==> src/hw/mont_config.svh <==
`ifndef MONT_CONFIG_SVH
`define MONT_CONFIG_SVH

// Operand width in bits must be a multiple of the bus width
`define MONT_WIDTH 128

`define MONT_ENGINES 4

// Wishbone data width and job tag width
`define MONT_BUS_WIDTH 32
`define MONT_TAG_WIDTH 8

`endif

==> src/hw/mont_pkg.sv <==
package mont_pkg;

`include "mont_config.svh"

    typedef logic [`MONT_WIDTH-1:0]     operand_t;
    typedef logic [`MONT_TAG_WIDTH-1:0] tag_t;
    typedef logic [`MONT_BUS_WIDTH-1:0] bus_word_t;
    typedef logic [5:0]                 reg_addr_t;

    // A single engine still gets a one-bit index
    typedef logic [$clog2(`MONT_ENGINES > 1 ? `MONT_ENGINES : 2)-1:0] engine_idx_t;

    localparam int OP_WORDS = `MONT_WIDTH / `MONT_BUS_WIDTH;

    // Operand blocks first, then control words, then the result block and pop
    localparam reg_addr_t REG_A_BASE   = reg_addr_t'(0);
    localparam reg_addr_t REG_B_BASE   = reg_addr_t'(OP_WORDS);
    localparam reg_addr_t REG_M_BASE   = reg_addr_t'(2 * OP_WORDS);
    localparam reg_addr_t REG_CMD      = reg_addr_t'(3 * OP_WORDS);
    localparam reg_addr_t REG_STATUS   = reg_addr_t'(3 * OP_WORDS + 1);
    localparam reg_addr_t REG_RES_TAG  = reg_addr_t'(3 * OP_WORDS + 2);
    localparam reg_addr_t REG_RES_BASE = reg_addr_t'(4 * OP_WORDS);
    localparam reg_addr_t REG_POP      = reg_addr_t'(5 * OP_WORDS);

endpackage

==> src/hw/mont_if.sv <==
`timescale 1ns/1ps

interface mont_job_if;
    import mont_pkg::*;

    logic     valid;
    logic     ready;
    operand_t a;
    operand_t b;
    operand_t m;
    tag_t     tag;

    modport source (output valid, a, b, m, tag, input ready);
    modport sink   (input valid, a, b, m, tag, output ready);
endinterface

interface mont_result_if;
    import mont_pkg::*;

    logic     valid;
    logic     ready;
    operand_t value;
    tag_t     tag;

    modport source (output valid, value, tag, input ready);
    modport sink   (input valid, value, tag, output ready);
endinterface

==> src/hw/mont_engine.sv <==
`timescale 1ns/1ps

module mont_engine (
    input  logic          clk,
    input  logic          resetn,
    mont_job_if.sink      job,
    mont_result_if.source result
);
    import mont_pkg::*;

    localparam int W  = $bits(operand_t);
    localparam int CW = $clog2(W + 1);

    typedef enum logic [2:0] {ST_IDLE, ST_RUN, ST_SUB, ST_OUT, ST_DONE} state_t;

    state_t        state;
    logic [CW-1:0] cnt;
    operand_t      a_q;
    operand_t      b_q;
    operand_t      m_q;
    operand_t      res_q;
    tag_t          tag_q;
    logic [W:0]    acc;     // Stays below 2M between steps
    logic [W+1:0]  sum_b;
    logic [W+1:0]  sum_m;

    assign sum_b = {1'b0, acc} + (a_q[0] ? {2'b00, b_q} : '0);
    assign sum_m = sum_b + (sum_b[0] ? {2'b00, m_q} : '0);

    assign job.ready    = state == ST_IDLE;
    assign result.valid = state == ST_DONE;
    assign result.value = res_q;
    assign result.tag   = tag_q;

    always_ff @(posedge clk) begin
        if (!resetn) begin
            state <= ST_IDLE;
            cnt   <= '0;
        end else begin
            case (state)
                ST_IDLE: begin
                    if (job.valid) begin
                        state <= ST_RUN;
                        cnt   <= '0;
                    end
                end
                ST_RUN: begin
                    cnt <= cnt + 1'b1;
                    if (cnt == CW'(W - 1)) state <= ST_SUB;
                end
                ST_SUB:  state <= ST_OUT;
                ST_OUT:  state <= ST_DONE;
                ST_DONE: if (result.ready) state <= ST_IDLE; // Idle only once the result is taken
                default: state <= ST_IDLE;
            endcase
        end
    end

    always_ff @(posedge clk) begin
        if (job.valid && job.ready) begin
            a_q   <= job.a;
            b_q   <= job.b;
            m_q   <= job.m;
            tag_q <= job.tag;
            acc   <= '0;
        end else if (state == ST_RUN) begin
            a_q <= a_q >> 1;
            acc <= sum_m[W+1:1];
        end else if (state == ST_SUB && acc >= {1'b0, m_q}) begin
            acc <= acc - {1'b0, m_q};
        end
        if (state == ST_OUT) res_q <= acc[W-1:0];
    end

endmodule

==> src/flat_wrapper.sv <==
// flat-port wrapper written by rule: the top's interface ports become plain ports
module mont_engine_flat import mont_pkg::*;
  (clk, resetn, job_valid, job_a, job_b, job_m, job_tag, job_ready, result_valid, result_value, result_tag, result_ready);
  mont_job_if job_i ();
  mont_result_if result_i ();
  input  logic clk;
  input  logic resetn;
  input wire logic [$bits(job_i.valid)-1:0] job_valid;
  input wire logic [$bits(job_i.a)-1:0] job_a;
  input wire logic [$bits(job_i.b)-1:0] job_b;
  input wire logic [$bits(job_i.m)-1:0] job_m;
  input wire logic [$bits(job_i.tag)-1:0] job_tag;
  output wire logic [$bits(job_i.ready)-1:0] job_ready;
  output wire logic [$bits(result_i.valid)-1:0] result_valid;
  output wire logic [$bits(result_i.value)-1:0] result_value;
  output wire logic [$bits(result_i.tag)-1:0] result_tag;
  input wire logic [$bits(result_i.ready)-1:0] result_ready;
  assign job_i.valid = job_valid;
  assign job_i.a = job_a;
  assign job_i.b = job_b;
  assign job_i.m = job_m;
  assign job_i.tag = job_tag;
  assign job_ready = job_i.ready;
  assign result_valid = result_i.valid;
  assign result_value = result_i.value;
  assign result_tag = result_i.tag;
  assign result_i.ready = result_ready;
  mont_engine u_core (.clk(clk), .resetn(resetn), .job(job_i), .result(result_i));
endmodule
==> config.mk <==
export PLATFORM = sky130hd
export DESIGN_NAME = mont_engine_flat
export DESIGN_NICKNAME = d
export VERILOG_FILES = /design/src/hw/mont_pkg.sv /design/src/hw/mont_if.sv /design/src/hw/mont_engine.sv /design/src/flat_wrapper.sv
export VERILOG_INCLUDE_DIRS = /design/src /design/src/hw
export SDC_FILE = /design/constraint.sdc
export NUM_CORES = 2
export LEC_CHECK = 0
export BUFFER_PORTS_ARGS = -buffer_cell sky130_fd_sc_hd__clkbuf_2
export CORE_MARGIN = 2
export CORE_UTILIZATION = 55
export CTS_CLUSTER_DIAMETER = 150
export DETAILED_ROUTE_END_ITERATION = 6
export PLACE_DENSITY = 0.8
export SLEW_MARGIN = 25
export SYNTH_ARGS = -nofsm -noshare
export SYNTH_HDL_FRONTEND = slang
export SYNTH_SLANG_ARGS = --single-unit
==> constraint.sdc <==
create_clock -name clk -period 10.35 [get_ports clk]
set_input_delay 2.07 -clock clk [delete_from_list [all_inputs] [get_ports clk]]
set_output_delay 2.07 -clock clk [all_outputs]
set_load 0.01 [all_outputs]
== Word level (Yosys, flattened, before mapping) ==
Index checks and enable logic that the tools add are counted.

* Memories kept: 0
* Register bits after elaboration: 660
* Memory bits (read-only): 0
* Input port bits: 396
* Bits in latches: 0
* RAM bits: 0

* Bitwise operators: 0
* Reduce and logical (&&, ||, !) cells: 8
* Multiply operators: 0
* Div/mod/pow operators: 0
* $lt $le $gt $ge: 1
* Add/subtract/negate cells: 4
* Mux-type cells: 12
* Eq/ne operators: 8
* Shifts and indexed selects: 0

{| class="wikitable"
|+ Operators by type and width
! operator !! count
|-
| $mux 128 || 4
|-
| $mux 129 || 2
|-
| $add 129x130->130 || 1
|-
| $add 130x130->130 || 1
|-
| $ge 129x128->1 || 1
|-
| $sub 129x128->129 || 1
|-
| $pmux 8 s2 || 1
|-
| $pmux 3 s5 || 1
|-
| $mux 3 || 3
|-
| $add 8x1->8 const B || 1
|-
| $eq 8x7->1 const B || 1
|-
| $mux 8 || 1
|-
| $eq 3x2->1 const B || 2
|-
| $reduce_bool 2->1 || 3
|-
| $ne 2x1->1 const B || 2
|-
| $eq 3x1->1 const B || 1
|-
| $eq 3x3->1 const B || 1
|-
| $logic_not 3->1 || 1
|-
| $reduce_and 3->1 || 1
|-
| $logic_and 1x1->1 || 2
|-
| $ne 2x2->1 const B || 1
|-
| $reduce_and 2->1 || 1
|}

== Logic depth before layout (Yosys ltp) ==
* Word-level depth: 5
* Mapped depth: 34
* Depth with buffers taken out: 31

== Worst setup path before layout ==
Ideal clock, no wire load.

* Path kind: input to register
* Start point: input port job_valid
* End point: register u_core.b_q[0], enable pin
* Setup time: 732 ps
* Stages on the path: 4
* Path slack: -314 ps
* Required time: 9618 ps
* Data arrival time: 9932 ps
* Path through: nand2_1 -> inv_2 -> clkbuf_1 -> clkbuf_1

* Longest elaborated chain between the ends: 1

{| class="wikitable"
|+ Ends and longest elaborated chain
! what !! RTL line !! text
|-
| start: declaration || flat_wrapper.sv:8 || <nowiki>input wire logic [$bits(job_i.valid)-1:0] job_valid;</nowiki>
|-
| $logic_and 1x1->1 || mont_engine.sv:60 || <nowiki>if (job.valid && job.ready) begin</nowiki>
|-
| end signal: assignment || mont_engine.sv:62 || <nowiki>b_q <= job.b;</nowiki>
|-
| end: declaration || mont_engine.sv:19 || <nowiki>operand_t b_q;</nowiki>
|}

Every way passes these cells.
A chain may end at the register's enable or synchronous reset.

== Final worst setup path ==
* Start point: register u_core.a_q[0]
* End point: register u_core.acc[116]

* Longest elaborated chain between the ends: 5

{| class="wikitable"
|+ Ends and longest elaborated chain
! what !! RTL line !! text
|-
| start: declaration || mont_engine.sv:18 || <nowiki>operand_t a_q;</nowiki>
|-
| start signal: assignment || mont_engine.sv:61 || <nowiki>a_q <= job.a;</nowiki>
|-
| start signal: assignment || mont_engine.sv:67 || <nowiki>a_q <= a_q >> 1;</nowiki>
|-
| $mux 128 * || mont_engine.sv:27 || <nowiki>assign sum_b = {1'b0, acc} + (a_q[0] ? {2'b00, b_q} : '0);</nowiki>
|-
| $add 129x130->130 * || mont_engine.sv:27 ||
|-
| $mux 128 || mont_engine.sv:28 || <nowiki>assign sum_m = sum_b + (sum_b[0] ? {2'b00, m_q} : '0);</nowiki>
|-
| $add 130x130->130 * || mont_engine.sv:28 ||
|-
| $mux 129 * || mont_engine.sv:66 || <nowiki>end else if (state == ST_RUN) begin</nowiki>
|-
| end signal: assignment || mont_engine.sv:68 || <nowiki>acc <= sum_m[W+1:1];</nowiki>
|-
| end signal: assignment || mont_engine.sv:70 || <nowiki>acc <= acc - {1'b0, m_q};</nowiki>
|-
| end: declaration || mont_engine.sv:23 || <nowiki>logic [W:0] acc;</nowiki>
|}

Every way passes the cells marked *; elsewhere a longest branch is shown, timed or not.

==> metrics.log <==
INFO  metric dp_hpwl = roughly 140 mm
INFO  metric instance_count_after_placement_with_tap_cells_included = approximately 7300
INFO  metric wire_length_of_the_first_global_routing_pass = approximately 260 mm
INFO  metric number_of_enable_type_register_cells_in_the_synthesized_netlist = 520
INFO  metric synth-adder-area-share = about 10%
INFO  metric critPathRequiredTime = 10.91 ns
INFO  metric endpoint_kind = register
INFO  metric power_density = between 200 and 300 nW/um^2
INFO  metric synth_cells = around 5900
INFO  metric number_of_setup_buffers_added_after_cts = 0
INFO  metric cts_buffers = 74
INFO  metric design_area = 55500 um^2
INFO  metric h_tree_levels = 3
INFO  metric worstSetupStartpoint = u_core.a_q[0]
INFO  metric dr_total_vias = about 47000
INFO  metric post_dp_cell_area = roughly 53000 um^2
INFO  metric clk_latency = approximately 0.69 ns
INFO  metric clock-skew-final = about 0.05 ns
INFO  metric combinationalPowerShare = 59.2%
INFO  metric outcome = finished, final reports clean
INFO  metric slew_violations = 0
INFO  metric min-delay-start = u_core.cnt[5]
INFO  metric power.share.clock = 16.8%
INFO  metric ys_async_sr_fraction = 0%
INFO  metric summed_negative_setup_slack_over_all_endpoints = 0 ns
INFO  metric path_class = register to register
INFO  metric design.portCount = 534
INFO  metric layout-drive-gt1-share = 11.7%
INFO  metric post_synth.cell_area_avg = ~8.5 um^2
INFO  metric die_h = just over 300 um
INFO  metric final-hold-violation-count = 0
INFO  metric post_cts_resize_count = 0
INFO  metric synth_compound_gate_area_share = a little under a quarter
INFO  metric gp_routability_congestion = roughly 1.1
INFO  metric num_rows = 110
INFO  metric totalPowerFinal = approximately 16 mW
INFO  metric internal_power = just over 8 mW
INFO  metric timing.max_slew.rel_slack = 21.4%
INFO  metric timing.rr.start = u_core.a_q[0]
INFO  metric groute.usage.overall = about 36%
INFO  metric synth_xor_xnor_area_share = about 6.3%
INFO  metric post_synth_instance_area = roughly 50000 um^2
INFO  metric core_area = 89900 um^2
INFO  metric netSwitchingPower = just under 8 mW
INFO  metric overall_die_area = 93100 um^2
INFO  metric final_nets = ~7000
INFO  metric drt-vias-per-instance = between 6 and 7
INFO  metric dieWidth = roughly 310 um
INFO  metric final_wirelength = 173 mm
INFO  metric n_fill_cell = approximately 7900
INFO  metric pin_count_of_the_biggest_net_entering_global_routing = roughly 180
INFO  metric drt-pass1-iter-count = 6
INFO  metric clock_path_buffers = 3
INFO  metric layout.cells.most_common = sky130_fd_sc_hd__nand2_1
INFO  metric tightest_slew = roughly 1.2 ns
INFO  metric drt-initial-drc-count = 4996
INFO  metric final_antenna_net_count = 0
INFO  metric p_leak = around 24 nW
INFO  metric fmax = between 100 and 150 MHz
INFO  metric via_count_of_the_first_global_routing_pass = about 44000
INFO  metric post-route-drc-count = 0
INFO  metric max-vdd-ir-drop = 168 uV
INFO  metric tritoncts = yes
INFO  metric synth.ff_latch_count = 660
INFO  metric rsz_0062_raised_after_global_routing = no
INFO  metric timing.final.crit_share = between 80 and 90%
INFO  metric initial_utilization = between 50 and 60%
INFO  metric worst_setup_path_start_kind = register
INFO  metric post_drt_wl_per_cell = around 23 um
INFO  metric grt-ovfl-total = 0
INFO  metric io_buffers = around 530
INFO  metric swShare = 48.6%
INFO  metric antenna_found_initial = 14
INFO  metric worst_setup_hold_path_clk_slew = ~0.060 ns
INFO  metric yosys_warnings = 0
INFO  metric final-setup-viol-count = 0
INFO  metric mostFrequentLayoutCells = 817 x sky130_fd_sc_hd__nand2_1, 625 x sky130_fd_sc_hd__a21oi_1, 533 x sky130_fd_sc_hd__clkbuf_2
INFO  metric fin_crit = between 8 and 9 ns
INFO  metric synthSimpleGateAreaFrac = between 10% and 20%
INFO  metric cts-root-buf = sky130_fd_sc_hd__clkbuf_16
INFO  metric min-delay-path-class = register to register
INFO  metric post_synth_num_cell_types = 98
INFO  metric number_of_max_cap_violations = 0
INFO  metric cp_max_fo = 70
INFO  metric layoutNonFillerInstCount = around 7400
INFO  metric cts_sinks = 660
INFO  metric synth.mux.area_fraction = less than 1%
INFO  metric combinational_family_with_the_most_area_after_synthesis = compound AO/OA/AOI/OAI gates
INFO  metric syn_to_final_growth = 11.3%
INFO  metric p_seq_share = between 20% and 30%
INFO  metric ys_seq_area_share = 36.9%
INFO  metric postSynthNetCount = 6647
INFO  metric ys_dominant_reg_cell = sky130_fd_sc_hd__edfxtp_1
INFO  metric cp.arrival = between 9 and 10 ns
INFO  metric ctsHoldBuffers = 0
-- through the flow --
step | hold WS, ns | setup slack, ns | utilization [%]
after floorplan | 0.424 | 3.76 | -
after global placement | 0.444 | 1.57 | 59.0
after detailed placement | 0.468 | 1.84 | 59.0
after CTS | 0.479 | 1.82 | 61.7
after global routing | 0.502 | 1.20 | 61.8
final | 0.479 | 1.51 | 61.8
-- power by group through the flow --
stage	registers, mW	clock network [mW]	logic (mW)
global route	3.84	2.81	10.2
CTS	3.81	2.71	9.18
detailed placement	3.86	0	9.10
finish	3.82	2.68	9.43
floorplan	3.67	0	6.70
global placement	3.85	0	9.06
-- synth_stat cells, drive strengths merged, types with 10 or more instances --
cell type    n  area share (%)
a21oi      627             6.3
nand2      819             6.2
nor4        24            0.30
dfxtp      140             5.6
edfxtp     520              31
o221ai      15            0.26
o21ai      416             4.2
o21a        47            0.71
inv        250             1.9
a221oi      15            0.26
or4         12            0.20
nand4      153             1.9
buf         57            0.63
a41oi       14            0.26
a211oi      89             1.4
clkbuf     248             1.9
nand3       75            0.75
ha         384             9.6
o2111ai     10            0.18
or3         22            0.28
xor2       139             2.4
a2111oi     10            0.18
o21bai     112             1.7
o31ai       32            0.53
and2       283             3.6
or2         17            0.21
and3        43            0.54
o211ai      35            0.53
xnor2      219             3.8
nor3        76            0.76
and4        12            0.21
a311oi      13            0.23
nor2       415             3.1
nor2b       38            0.48
a21o       228             3.4
a31oi       65            0.83
a21boi      21            0.32
nand2b      47            0.60
-- final timing paths --
path	to	slack, ns	cells after the start
min reg2reg	u_core.cnt[5]	0.48	1
max	u_core.acc[116]	1.51	26
min	u_core.cnt[5]	0.48	1
max reg2reg	u_core.acc[116]	1.51	26
-- kinds of logic (layout without fill, tap and decap cells) --
logic type / count (synthesis) / in the layout
flip-flops: 660 / 660
buffers and inverters: 555 / 946
multiplexers: 8 / 8
AO/OA/AOI/OAI: 1833 / 1833
adder cells (fa/ha/maj): 387 / 387
other: 0 / 12
AND/OR/NAND/NOR: 2063 / 2063
XOR/XNOR: 358 / 358
-- critical path, cell delays in order (launching register included) --
cell,delay (ns)
sky130_fd_sc_hd__edfxtp_1,0.34
sky130_fd_sc_hd__buf_4,0.47
sky130_fd_sc_hd__and2_1,0.22
sky130_fd_sc_hd__ha_2,0.19
sky130_fd_sc_hd__inv_1,0.06
sky130_fd_sc_hd__fa_1,0.40
sky130_fd_sc_hd__nor2b_1,0.18
sky130_fd_sc_hd__o2111ai_1,0.15
sky130_fd_sc_hd__a31oi_1,0.43
sky130_fd_sc_hd__o211ai_1,0.21
sky130_fd_sc_hd__a21oi_1,0.35
sky130_fd_sc_hd__nor4_2,0.18
sky130_fd_sc_hd__nor4_1,0.67
sky130_fd_sc_hd__o21ai_0,0.45
sky130_fd_sc_hd__a2111oi_0,0.92
sky130_fd_sc_hd__o21ai_1,0.40
sky130_fd_sc_hd__o21ba_2,0.31
sky130_fd_sc_hd__xnor2_1,0.25
sky130_fd_sc_hd__ha_1,0.34
sky130_fd_sc_hd__nand3_1,0.13
sky130_fd_sc_hd__nor2_1,0.05
sky130_fd_sc_hd__a211oi_1,0.50
sky130_fd_sc_hd__nand2_1,0.27
sky130_fd_sc_hd__a211o_1,0.38
sky130_fd_sc_hd__and3_1,0.21
sky130_fd_sc_hd__or4_1,0.45
sky130_fd_sc_hd__and3_1,0.17
-- layout make-up --
cell class              count  area (um^2)  area share (%)
diodes                     12         30.0          0.0541
clock buffers              90         1920            3.46
clock inverters            44          512           0.922
inverters                 250          948            1.71
multi-input cells        4649        29300            52.8
flip-flops and latches    660        18400            33.2
well taps                1176         1470            2.65
repair buffers            562         2920            5.25
-- flip-flops by register name, summed over array words and instances, names as in the netlist --
signal and flops:
u_core.a_q 128, u_core.acc 129, u_core.b_q 128, u_core.cnt 8, u_core.m_q 128, u_core.result.tag 8, u_core.result.value 128, u_core.state 3
-- metal layers --
metal | vias up | track usage, % | wire length, um
met1 | 21900 | 44.7 | 67800
met3 | 518 | 5.84 | 13600
li1 | 21900 | - | -
met5 | - | 0 | 26
met4 | 4 | 22.7 | 11900
met2 | 2268 | 58.4 | 80000
Note: power is estimated with default switching activity, not from simulation.
