## src/hw/mont_config.svh

```systemverilog
`ifndef MONT_CONFIG_SVH
`define MONT_CONFIG_SVH

// Operand width in bits must be a multiple of the bus width
`define MONT_WIDTH 128

`define MONT_ENGINES 4

// Wishbone data width and job tag width
`define MONT_BUS_WIDTH 32
`define MONT_TAG_WIDTH 8

`endif

```

## src/hw/mont_pkg.sv

```systemverilog
package mont_pkg;

`include "mont_config.svh"

    typedef logic [`MONT_WIDTH-1:0]     operand_t;
    typedef logic [`MONT_TAG_WIDTH-1:0] tag_t;
    typedef logic [`MONT_BUS_WIDTH-1:0] bus_word_t;
    typedef logic [5:0]                 reg_addr_t;

    // A single engine still gets a one-bit index
    typedef logic [$clog2(`MONT_ENGINES > 1 ? `MONT_ENGINES : 2)-1:0] engine_idx_t;

    localparam int OP_WORDS = `MONT_WIDTH / `MONT_BUS_WIDTH;

    // Operand blocks first, then control words, then the result block and pop
    localparam reg_addr_t REG_A_BASE   = reg_addr_t'(0);
    localparam reg_addr_t REG_B_BASE   = reg_addr_t'(OP_WORDS);
    localparam reg_addr_t REG_M_BASE   = reg_addr_t'(2 * OP_WORDS);
    localparam reg_addr_t REG_CMD      = reg_addr_t'(3 * OP_WORDS);
    localparam reg_addr_t REG_STATUS   = reg_addr_t'(3 * OP_WORDS + 1);
    localparam reg_addr_t REG_RES_TAG  = reg_addr_t'(3 * OP_WORDS + 2);
    localparam reg_addr_t REG_RES_BASE = reg_addr_t'(4 * OP_WORDS);
    localparam reg_addr_t REG_POP      = reg_addr_t'(5 * OP_WORDS);

endpackage

```

## src/hw/mont_if.sv

```systemverilog
`timescale 1ns/1ps

interface mont_job_if;
    import mont_pkg::*;

    logic     valid;
    logic     ready;
    operand_t a;
    operand_t b;
    operand_t m;
    tag_t     tag;

    modport source (output valid, a, b, m, tag, input ready);
    modport sink   (input valid, a, b, m, tag, output ready);
endinterface


```

## src/hw/mont_wb_regs.sv

```systemverilog
`timescale 1ns/1ps

module mont_wb_regs (
    input  logic                clk,
    input  logic                resetn,
    input  logic                wb_cyc,
    input  logic                wb_stb,
    input  logic                wb_we,
    input  mont_pkg::reg_addr_t wb_adr,
    input  mont_pkg::bus_word_t wb_dat_w,
    output mont_pkg::bus_word_t wb_dat_r,
    output logic                wb_ack,
    mont_job_if.source          job,
    input  logic                res_valid,
    input  mont_pkg::operand_t  res_value,
    input  mont_pkg::tag_t      res_tag,
    output logic                pop
);
    import mont_pkg::*;

    localparam int BW = $bits(bus_word_t);
    localparam int TW = $bits(tag_t);

    operand_t a_q;
    operand_t b_q;
    operand_t m_q;
    tag_t     tag_q;
    logic     job_valid;
    logic     req;
    logic     wr_en;
    logic     is_cmd;
    logic     slot_busy;

    assign req       = wb_cyc && wb_stb && !wb_ack; // The acked cycle is not a new request
    assign wr_en     = req && wb_we;
    assign is_cmd    = wb_adr == REG_CMD;
    assign pop       = wr_en && wb_adr == REG_POP;
    assign slot_busy = job_valid || !job.ready;

    assign job.valid = job_valid;
    assign job.a     = a_q;
    assign job.b     = b_q;
    assign job.m     = m_q;
    assign job.tag   = tag_q;

    // A command write holds off its ack until the dispatcher takes the job
    always_ff @(posedge clk) begin
        if (!resetn) begin
            wb_ack    <= 1'b0;
            job_valid <= 1'b0;
        end else begin
            wb_ack <= 1'b0;
            if (job_valid && job.ready) begin
                job_valid <= 1'b0;
                wb_ack    <= 1'b1;
            end else if (wr_en && is_cmd) begin
                job_valid <= 1'b1;
            end else if (req) begin
                wb_ack <= 1'b1;
            end
        end
    end

    always_ff @(posedge clk) begin
        for (int i = 0; i < OP_WORDS; i++) begin
            if (wr_en && wb_adr == REG_A_BASE + reg_addr_t'(i)) a_q[i*BW +: BW] <= wb_dat_w;
            if (wr_en && wb_adr == REG_B_BASE + reg_addr_t'(i)) b_q[i*BW +: BW] <= wb_dat_w;
            if (wr_en && wb_adr == REG_M_BASE + reg_addr_t'(i)) m_q[i*BW +: BW] <= wb_dat_w;
        end
        if (wr_en && is_cmd && !job_valid) tag_q <= wb_dat_w[TW-1:0];
    end

    always_comb begin
        wb_dat_r = '0;
        if (wb_adr == REG_STATUS) begin
            wb_dat_r = bus_word_t'({slot_busy, res_valid});
        end else if (wb_adr == REG_RES_TAG && res_valid) begin
            wb_dat_r = bus_word_t'(res_tag);
        end
        for (int i = 0; i < OP_WORDS; i++) begin
            if (res_valid && wb_adr == REG_RES_BASE + reg_addr_t'(i))
                wb_dat_r = res_value[i*BW +: BW];
        end
    end

endmodule

```

## src/flat_wrapper.sv

```systemverilog
// flat-port wrapper written by rule: the top's interface ports become plain ports
module mont_wb_regs_flat import mont_pkg::*;
  (clk, resetn, wb_cyc, wb_stb, wb_we, wb_adr, wb_dat_w, wb_dat_r, wb_ack, res_valid, res_value, res_tag, pop, job_valid, job_a, job_b, job_m, job_tag, job_ready);
  mont_job_if job_i ();
  input  logic clk;
  input  logic resetn;
  input  logic wb_cyc;
  input  logic wb_stb;
  input  logic wb_we;
  input  mont_pkg::reg_addr_t wb_adr;
  input  mont_pkg::bus_word_t wb_dat_w;
  output mont_pkg::bus_word_t wb_dat_r;
  output logic wb_ack;
  input  logic res_valid;
  input  mont_pkg::operand_t res_value;
  input  mont_pkg::tag_t res_tag;
  output logic pop;
  output wire logic [$bits(job_i.valid)-1:0] job_valid;
  output wire logic [$bits(job_i.a)-1:0] job_a;
  output wire logic [$bits(job_i.b)-1:0] job_b;
  output wire logic [$bits(job_i.m)-1:0] job_m;
  output wire logic [$bits(job_i.tag)-1:0] job_tag;
  input wire logic [$bits(job_i.ready)-1:0] job_ready;
  assign job_valid = job_i.valid;
  assign job_a = job_i.a;
  assign job_b = job_i.b;
  assign job_m = job_i.m;
  assign job_tag = job_i.tag;
  assign job_i.ready = job_ready;
  mont_wb_regs u_core (.clk(clk), .resetn(resetn), .wb_cyc(wb_cyc), .wb_stb(wb_stb), .wb_we(wb_we), .wb_adr(wb_adr), .wb_dat_w(wb_dat_w), .wb_dat_r(wb_dat_r), .wb_ack(wb_ack), .job(job_i), .res_valid(res_valid), .res_value(res_value), .res_tag(res_tag), .pop(pop));
endmodule
```

## config.mk

```make
export PLATFORM = sky130hd
export DESIGN_NAME = mont_wb_regs_flat
export DESIGN_NICKNAME = d
export VERILOG_FILES = /design/src/hw/mont_pkg.sv /design/src/hw/mont_if.sv /design/src/hw/mont_wb_regs.sv /design/src/flat_wrapper.sv
export VERILOG_INCLUDE_DIRS = /design/src /design/src/hw
export SDC_FILE = /design/constraint.sdc
export NUM_CORES = 1
export LEC_CHECK = 0
export BUFFER_PORTS_ARGS = -buffer_cell sky130_fd_sc_hd__buf_2
export CAP_MARGIN = 40
export CORE_AREA = 8 8 232 234
export CTS_BUF_LIST = sky130_fd_sc_hd__clkbuf_16
export DETAILED_ROUTE_END_ITERATION = 6
export DIE_AREA = 0 0 240 242
export PLACE_DENSITY = 0.56
export SLEW_MARGIN = 15
export SYNTH_ARGS = -nofsm -noshare
export SYNTH_HDL_FRONTEND = slang
export SYNTH_SLANG_ARGS = --single-unit
```

## constraint.sdc

```tcl
create_clock -name clk -period 14.3 [get_ports clk]
set_input_delay 3.575 -clock clk [delete_from_list [all_inputs] [get_ports clk]]
set_output_delay 3.575 -clock clk [all_outputs]
set_load 0.02 [all_outputs]
```

# After elaboration in Yosys (flattened, before gate mapping)
# Index checks and enable logic that the tools add are counted.
# totals
reg_bits,394
input_bits,181
wordCells,74
# classes
eq_ne,19
n_mux,9
bitwise_logic,1
reduce_logical,30
# op_table
op,n
$mux W32,5
$eq A6 B4 Y1 const B,7
$eq A6 B5 Y1 const B,5
$eq A6 B3 Y1 const B,4
$logic_and A1 B1 Y1,24
$eq A6 B2 Y1 const B,2
$mux W8,1
$eq A6 B1 Y1 const B,1
$logic_not A6 Y1,1
$logic_not A1 Y1,3
$mux W1,3
$reduce_or A2 Y1,1
$logic_or A1 B1 Y1,1
$not A1 Y1,1

# Logic depth before layout (Yosys ltp)
# Gate-level depths: netlist of the first run.
# logic_depth
depth_word,8
depth_mapped,7

# Worst setup path before layout of the first run
# OpenSTA, ideal clock, no wires.
# synth_timing
kind,input to output
from,input wb_adr[0]
to,output wb_dat_r[7]
arrival_time_ns,4.716
required_ns,10.725
path_slack_ns,6.009
path_stages,5
path_cell_list,buf_4 nor4bb_1 a31oi_2 o22a_1 a31oi_1
# synth_between
elab_chain_len,8
# synth_lines
item,line,text
start: declaration,flat_wrapper.sv:10,input mont_pkg::reg_addr_t wb_adr;
$eq A6 B4 Y1,mont_wb_regs.sv:77,end else if (wb_adr == REG_RES_TAG && res_valid) begin
$logic_and A1 B1 Y1,mont_wb_regs.sv:77,
$mux W8,mont_wb_regs.sv:77,
$mux W32,mont_wb_regs.sv:75,if (wb_adr == REG_STATUS) begin
$mux W32 (3 in a row),mont_wb_regs.sv:81,if (res_valid && wb_adr == REG_RES_BASE + reg_addr_t'(i))
$mux W32 (*),mont_wb_regs.sv:81,
end: declaration,flat_wrapper.sv:12,output mont_pkg::bus_word_t wb_dat_r;
# Mark *: on every way between the ends. The rest lies on a longest branch, timed or not.

# Worst setup path after layout of the first run
# Ends and elaborated chain as after synthesis.

==> out/qor.yml, run 1 <==
run_status: "complete, no violations"
core.rowCount: 83
die_h_um: 242
synth_compound_area_frac: 0.0193
fin_crit_sh: 0.649
viasPerCell: 4.39
area_growth_pct: 40.9
first_iter_violations: 505
ys_seq_area_frac: 0.889
synthAdderAreaFrac: 0
die_w_um: 240
clk_pin_slew_worst_paths_ns: 0.06
root_buffer: "clkbuf_16"
grt_overflow: 0
wl_met3_um: 4720
cts_resized: 0
cts_setup_buffers: 0
drt_wl_total_um: 51000
tightest_slew_ns: 0.835
gp_congestion: 0.966
synth_area_mm2: 0.0133
min_to: "u_core.wb_ack"
r2r-end: "u_core.job.m[101]"
routedWlPerCell_um: 26.5
yosys.area_share.simple: 0.0387
final.setup.worst_slack_ns: 5.02
io_buffers: 607
synthXorXnorAreaFrac: 0
period_minus_slack_ns: 9.28
skew_ns: 0.00950
dp_hpwl_um: 37500
syn-num-nets: 742
crit_required_ns: 10.72
syn-instance-count: 561
synth_top_family_by_area: "multiplexers"
synth_top_area_frac: 0.886
htreeDepth: 2
clock_latency_ns: 0.55
grt_pass1_vias: 8967
cp-end-kind: "primary output"
total_leakage_power_nw: 7.34
yosysWarnings: 0
hold_depth: 2
r2r_slack_ns: 11.60
nets: 1394
ir_drop_v: 0.0000715
synth_seq_cells: 394
cts.path.max_buffers: 3
path_max_fanout: 48
post-place-ws_ns: 4.89
vias: 8443
path_class: "in2out"
hp-class: "reg2reg"
hold_viol: 0
drv_slew: 0
postCtsHoldBufs: 0
startpoint_type: "input pin"
top_layer_used: "met4"
setup_tns_ns: 0
synthMuxAreaShare: 0.0453
rsz0062_at_grt: "no"
drt_pre_antenna_iters: 6
synth.largest_area_cell: "edfxtp_1"
worstPathArrival_ns: 5.70
route.layer.met1.wl_um: 17900
regToRegStartpoint: "u_core.wb_ack"
numCtsBuffers: 42
max-slew-margin-rel: 0.442
grt_first_pass_wirelength_um: 68400
grt_usage: 0.166
maxCapViolCount: 0
drc: 0
layout-drive-gt1-share: 0.588
ant_nets: 0
cp-startpoint: "wb_adr[0]"
hp-start: "u_core.job.valid"
fill_cells: 4760
avgSynthCellArea_um2: 23.7
fmax_mhz: 108
ios: 608
die-area_mm2: 0.0581
synthTopCellsByArea: "edfxtp_1, mux4_2, and3_1"
p_per_area_mw_per_mm2: 131
cts_tree: "built"
synth.distinct_cells: 42
clock-sinks: 394
antenna_found_initial: 7
r2r_cells: 5
wl_met2_um: 26600
start_util: 0.263
coreArea_mm2: 0.0505
finalSetupViolCount: 0
grt_start_max_net_pins: 49
## per-layer routing
| layer | vias up | GRT usage |
|---|---|---|
| met5 | - | 0 |
| met4 | 0 | 0.0625 |
| met3 | 88 | 0.0536 |
| met2 | 512 | 0.304 |
| met1 | 4227 | 0.174 |
| li1 | 3616 | - |
## layout by cell type (no fill, tap or decap), types with 4 or more instances in the layout
| cell | synthesis | routed |
|---|---|---|
| nand2_1 | 6 | 6 |
| buf_2 | 11 | 607 |
| and4b_2 | 5 | 5 |
| a31oi_1 | 6 | 6 |
| nor2_4 | 1 | 9 |
| bufinv_16 | 0 | 6 |
| mux4_2 | 24 | 24 |
| mux2i_1 | 5 | 5 |
| o22a_1 | 5 | 5 |
| clkbuf_16 | 0 | 43 |
| nand2b_1 | 4 | 4 |
| nor3_2 | 1 | 5 |
| inv_1 | 0 | 9 |
| and3_1 | 30 | 30 |
| o22ai_1 | 6 | 6 |
| edfxtp_1 | 392 | 392 |
| clkinv_1 | 0 | 9 |
| buf_4 | 4 | 18 |
| a21oi_1 | 9 | 9 |
## per-stage QoR
| stage | hold WS (ns) | instance area, um2 | cells | power [mW] | util |
|---|---|---|---|---|---|
| after CTS | 0.605 | 18700 | 1924 | 2.49 | 0.371 |
| after global placement | 0.579 | 17300 | 1847 | 1.38 | 0.343 |
| after detailed placement | 0.599 | 17300 | 1849 | 1.39 | 0.343 |
| after global routing | 0.674 | 18700 | 1925 | 2.53 | 0.371 |
| after floorplan | 0.640 | 13300 | 561 | 1.33 | - |
| final | 0.608 | 18700 | 1925 | 2.46 | 0.371 |
## where the power goes
group | internal, mW | switching (mW) | total [mW]
clock network | 0.657 | 0.440 | 1.10
registers | 1.27 | 0.000347 | 1.27
logic | 0.0360 | 0.0540 | 0.0900
total | 1.96 | 0.495 | 2.46
## worst max-delay path by stage
stage / slack, ns / to / cells after the start
2_1_floorplan: 6.01 / wb_dat_r[7] / 5
3_3_place_gp: 4.76 / wb_dat_r[7] / 6
3_5_place_dp: 4.89 / wb_dat_r[7] / 7
4_1_cts: 4.90 / wb_dat_r[7] / 7
5_1_grt: 4.83 / wb_dat_r[7] / 7
6_report: 5.02 / wb_dat_r[7] / 7
## kinds of logic (layout without fill, tap and decap cells)
group / count (synthesis) / count (layout)
buf+inv: 19 / 702
simple gates: 81 / 81
compound gates: 37 / 37
other cells: 0 / 1
flops: 394 / 394
mux: 30 / 30
## layout make-up
class                           instances  area, um2  share of cell area
Clock inverter                         32        327              0.0174
Antenna cell                            1       2.50            0.000134
Timing Repair Buffer                  627       3200               0.171
Clock buffer                           43       1080              0.0575
Tap cell                              680        851              0.0454
Sequential cell                       394      11800               0.631
Multi-Input combinational cell        148       1450              0.0776
## registers in the layout (all words and copies together) (netlist names)
name,count
u_core.job.m,128
u_core.wb_ack,1
u_core.job.b,128
u_core.job.valid,1
u_core.job.a,128
u_core.job.tag,8
## Yosys cell counts, drive strengths merged
cell      n
o21bai    1
o21ai     2
edfxtp  392
nand4     2
nand2b    4
nor3b     2
nand3b    1
o22ai     6
a31oi     7
nor2     12
nor2b     3
nand2     7
mux2i     5
and4b     5
or3b      1
nor3      7
and2      1
o31ai     1
dfxtp     2
o21a      1
a22oi     2
a211oi    1
mux4     24
and2b     2
buf      16
nand3     2
mux2      1
clkbuf    3
and3     30
o22a      5
a221oi    1
nor4bb    1
a32o      1
a21oi     9
and3b     1
## worst max-delay path, cell delays in order
cell     delay [ns]
buf_2          0.08
buf_4          0.59
and2b_1        0.35
a31oi_2        0.18
o22a_1         0.25
a31oi_1        0.40
buf_2          0.27
(Power assumes the default switching activity.)
==> run 2: changes to the inputs <==
- clock period: 14.3 -> 8.9 ns (I/O delays scaled with it)
==> run 2 against run 1 <==
Net effect: combinational power increased by 59%; core utilization decreased by 0.084 points; register-to-register slack worse by 5.3 ns; final area shrank 0.23%; wire length decreased by 0.78%; largest cell class unchanged.
==> out/qor.yml, run 2 (same netlist as run 1, synthesis figures left out) <==
drt_wl_total_um: 50600
final.setup.worst_slack_ns: 2.37
area_growth_pct: 40.6
core.rowCount: 83
period_minus_slack_ns: 6.53
grt_first_pass_wirelength_um: 67900
grt_usage: 0.164
die-area_mm2: 0.0581
dp_hpwl_um: 37600
insertedDiodeCount: 0
max-slew-margin-rel: 0.462
clock-sinks: 394
slowest_stage: "buf_2"
nets: 1392
path_class: "in2out"
path_max_fanout: 30
crit_required_ns: 6.68
routedWlPerCell_um: 26.3
power.internal_mw: 3.14
tightest_slew_ns: 0.804
setup_tns_ns: 0
seqPwrFrac: 0.521
worstPathArrival_ns: 4.31
p_per_area_mw_per_mm2: 210
run_status: "complete, no violations"
p_sw_mw: 0.776
ios: 608
worstPathCellList: "buf_2 -> buf_4 -> and3_1 -> a21oi_1 -> o22a_1 -> a31oi_1 -> buf_2"
cp_num_buf_inv: 3
crit_path_max_incr_delay_ns: 0.56
skew_ns: 0.0312
fill_cells: 4757
hold_viol: 0
start_util: 0.263
grt_pass1_vias: 8631
total_leakage_power_nw: 7.31
cts_resized: 0
whs_ns: 0.621
cpMostUsedCell: "buf_2"
maxCapViolCount: 0
vias: 8395
final_cell_mix: "buf_2, edfxtp_1, clkbuf_16, and3_1, mux4_2"
post-place-ws_ns: 2.21
antenna_found_initial: 8
path_delay_family: "buffers and inverters"
io_buffers: 607
coreArea_mm2: 0.0505
grt_overflow: 0
hp-class: "reg2reg"
comb_power_share: 0.037
numCtsBuffers: 40
finalSetupViolCount: 0
first_iter_violations: 561
clkPwrFrac: 0.443
root_buffer: "clkbuf_16"
rsz0062_at_grt: "no"
layout-drive-gt1-share: 0.592
drt_pre_antenna_iters: 5
postCtsHoldBufs: 0
cts_setup_buffers: 0
cts_tree: "built"
switching_share: 0.198
seq_area_mm2: 0.0118
dp_cells: 1849
startpoint_type: "input pin"
final_common_cell: "buf_2"
ant_nets: 0
fin_cells: 1921
die_w_um: 240
drv_slew: 0
multi_input_area_mm2: 0.00145
htreeDepth: 2
die_h_um: 242
clock_latency_ns: 0.54
utilization: 0.370
viasPerCell: 4.37
cp-end-kind: "primary output"
clk_pin_slew_worst_paths_ns: 0.07
ir_drop_v: 0.000142
fin_crit_sh: 0.734
gp_congestion: 0.930
drc: 0
fmax_mhz: 153
grt_start_max_net_pins: 35
cts.path.max_buffers: 3
## run 2: changes by cell type in the layout (fill, tap and decap cells not counted), sizes merged
cell	before	now
bufinv	6	7
clkbuf	43	41
clkinvlp	1	0
inv	13	7
diode	1	0
clkinv	12	17
## run 2: area by class of cell
class / count / area share
multi-input combinational: 148 / 0.0778
tap: 680 / 0.0455
timing repair buffer: 627 / 0.172
clock inverter: 31 / 0.0178
sequential: 394 / 0.632
clock buffer: 41 / 0.0549
## run 2: per-layer routing
layer | part of all wire | wire (um) | track usage | up-vias
met3 | 0.093 | 4680 | 0.0523 | 68
met1 | 0.35 | 17500 | 0.171 | 4219
met4 | 0.034 | 1740 | 0.0614 | 2
met2 | 0.53 | 26700 | 0.303 | 488
li1 | - | - | - | 3618
met5 | 0.00024 | 12 | 0 | -
## run 2: power by group through the flow
stage	sequential, mW	clock [mW]	combinational, mW
after floorplan	2.09	0	0.0477
after global placement	2.08	0	0.142
after detailed placement	2.08	0	0.146
after CTS	2.04	1.78	0.146
after global routing	2.04	1.85	0.153
final	2.04	1.73	0.143
## run 2: final timing paths
kind	start	end	slack [ns]	depth (start not counted)
max reg2reg	u_core.wb_ack	u_core.job.b[104]	6.31	5
min	u_core.job.valid	u_core.wb_ack	0.62	2
min reg2reg	u_core.job.valid	u_core.wb_ack	0.62	2
max	wb_adr[0]	wb_dat_r[7]	2.37	7
## run 2: worst min-delay path: cells and delay by family, from the launching register on
kind             cells  cell delay (ns)
AND/OR/NAND/NOR      1             0.06
AO/OA/AOI/OAI        1             0.15
flip-flops           1             0.37
## run 2: metrics by stage
step	instance area [um2]	total power [mW]
after floorplan	13300	2.13
after global placement	17300	2.22
after detailed placement	17300	2.23
after CTS	18700	3.97
after global routing	18700	4.04
final	18700	3.92
==> run 3: changes to the inputs <==
- ABC_AREA: default -> 1
- CORE_AREA: 8 8 232 234 -> 8 8 227 229
- DIE_AREA: 0 0 240 242 -> 0 0 235 237
- PLACE_DENSITY: 0.56 -> 0.6
- clock period: 8.9 -> 5.6 ns (I/O delays scaled with it)
==> run 3 against run 2 <==
Net effect: clock skew fell by 0.020 ns; core utilization rose by 1.5 points; clock power rose by 45%; register-to-register slack got worse by 3.5 ns; setup slack got worse by 1.3 ns; die area fell by 4.1%; via count rose by 6.0%; synthesized area fell by 1.0%; total power rose by 51%; critical path depth rose by 1; critical endpoint is now wb_dat_r[29]; largest cell class unchanged.
==> out/qor.yml, run 3 <==
path_delay_family: "simple AND/OR/NAND/NOR gates"
layout-drive-gt1-share: 0.521
r2r_cells: 6
p_sw_mw: 1.19
htreeDepth: 2
clock-sinks: 394
path_class: "in2out"
grt_usage: 0.171
finalSetupViolCount: 0
grt_pass1_vias: 9425
syn-instance-count: 684
path_max_fanout: 26
io_buffers: 607
fill_cells: 4522
viasPerCell: 4.46
worstPathArrival_ns: 3.09
switching_share: 0.201
final_cell_area_mm2: 0.0185
antenna_found_initial: 1
crit_cells: 8
dp_hpwl_um: 38700
nets: 1526
hp-class: "reg2reg"
place_area_mm2: 0.0173
drv_slew: 0
synth.distinct_cells: 23
drc: 0
clkPwrFrac: 0.424
comb_power_share: 0.029
startpoint_type: "input pin"
die_h_um: 237
total_leakage_power_nw: 7.33
drt_wl_total_um: 50400
seqPwrFrac: 0.547
hold_depth: 2
synth_common_cells: "edfxtp_1, nand2_1, nand4_1"
worstPathCellList: "buf_2 -> nor2_4 -> buf_4 -> nand3_2 -> nor2_2 -> nand2_1 -> nand4_1 -> buf_2"
power.internal_mw: 4.74
grt_overflow: 0
synth.largest_area_cell: "edfxtp_1"
regToRegStartpoint: "u_core.wb_ack"
slowest_stage: "nor2_2"
ios: 608
maxCapViolCount: 0
setup_tns_ns: 0
power_mw: 5.93
r2r_slack_ns: 2.85
synth_top_area_frac: 0.895
die_w_um: 235
p_per_area_mw_per_mm2: 320
postCtsHoldBufs: 0
ant_nets: 0
core.rowCount: 81
clock_latency_ns: 0.54
period_minus_slack_ns: 4.49
drt_pre_antenna_iters: 4
start_util: 0.273
synth_seq_cells: 394
grt_start_max_net_pins: 29
cts.path.max_buffers: 3
root_buffer: "clkbuf_16"
crit_path_max_incr_delay_ns: 0.47
synth-main-ff-cell: "edfxtp_1"
routedWlPerCell_um: 25.3
ys_seq_area_frac: 0.898
synth_most_common_cell: "edfxtp_1"
first_iter_violations: 696
synth_edf_count: 392
rsz0062_at_grt: "no"
final.setup.worst_slack_ns: 1.11
tightest_slew_ns: 0.784
die-area_mm2: 0.0557
gp_congestion: 0.944
numCtsBuffers: 41
crit_required_ns: 4.20
synth_area_mm2: 0.0132
min_to: "u_core.job.valid"
clk_pin_slew_worst_paths_ns: 0.06
max-slew-margin-rel: 0.476
cts_setup_buffers: 0
cp_num_buf_inv: 3
final_cell_mix: "buf_2, edfxtp_1, nand2_1, nand4_1, clkbuf_16"
run_status: "complete, no violations"
skew_ns: 0.0110
final_common_cell: "buf_2"
cts_tree: "built"
coreArea_mm2: 0.0481
insertedDiodeCount: 0
async_reset_ff_frac: 0
hold_viol: 0
syn-num-nets: 865
post-place-ws_ns: 1.11
fmax_mhz: 223
avgSynthCellArea_um2: 19.2
grt_first_pass_wirelength_um: 69700
ir_drop_v: 0.000242
cp-end-kind: "primary output"
area_growth_pct: 41.0
synthTopCellsByArea: "edfxtp_1, nand2_1, nand4_1"
r2r-end: "u_core.job.m[123]"
vias: 8897
fin_crit_sh: 0.801
yosysWarnings: 0
cpMostUsedCell: "buf_2"
hp-start: "u_core.job.valid"
cts_resized: 0
-- run 3: changes by cell type after synthesis, sizes merged, moves of 14 or more --
cell / delta
inv: +24
nor2: +28
nand3: +14
nand2: +128
and3: -30
nand4: +49
mux4: -24
-- run 3: power by group through the flow --
stage	Combinational, mW	Sequential [mW]	Clock [mW]
after floorplan	0.0303	3.31	0
after global placement	0.169	3.31	0
after detailed placement	0.171	3.31	0
after CTS	0.171	3.25	2.57
after global routing	0.183	3.24	2.68
final	0.170	3.25	2.51
-- run 3: layout make-up --
cell class | instances | area (um2) | area share
clock inverters | 30 | 173 | 0.00931
flip-flops and latches | 394 | 11800 | 0.637
inverters | 24 | 90.1 | 0.00486
multi-input cells | 251 | 1260 | 0.0678
repair buffers | 633 | 3350 | 0.181
well taps | 622 | 778 | 0.0420
clock buffers | 43 | 1080 | 0.0580
-- run 3: tightest hold or removal path, stage by stage (launching register included) --
cell	delay, ns
dfxtp_1	0.35
inv_1	0.09
a21oi_1	0.06
-- run 3: per-stage QoR --
| stage | hold WS (ns) | utilization | cells |
|---|---|---|---|
| 3_5_place_dp | 0.536 | 0.359 | 1923 |
| 6_report | 0.540 | 0.385 | 1997 |
| 2_1_floorplan | 0.567 | - | 684 |
| 4_1_cts | 0.546 | 0.385 | 1996 |
| 3_3_place_gp | 0.509 | 0.355 | 1916 |
| 5_1_grt | 0.565 | 0.385 | 1997 |
-- run 3: per-layer routing --
| layer | wire (um) | global-route usage | up-vias |
|---|---|---|---|
| met5 | 0 | 0 | - |
| met4 | 1360 | 0.0540 | 0 |
| met2 | 26300 | 0.312 | 521 |
| met3 | 3920 | 0.0543 | 60 |
| met1 | 18800 | 0.189 | 4407 |
| li1 | - | - | 3909 |
-- run 3: worst max-delay path by stage --
stage,to,slack [ns],start
final,wb_dat_r[29],1.11,wb_adr[5]
after global routing,wb_dat_r[24],0.93,wb_adr[5]
after CTS,wb_dat_r[29],1.11,wb_adr[5]
after detailed placement,wb_dat_r[29],1.11,wb_adr[5]
after floorplan,pop,1.71,wb_adr[4]
after global placement,wb_dat_r[14],1.14,wb_adr[3]
-- run 3: kinds of logic (layout without fill, tap and decap cells) --
logic type             Yosys count  count (layout)  share of synthesized area
AO/OA/AOI/OAI                    6               6                    0.00266
flip-flops                     394             394                      0.898
AND/OR/NAND/NOR                245             245                     0.0858
buffers and inverters           39             730                     0.0135
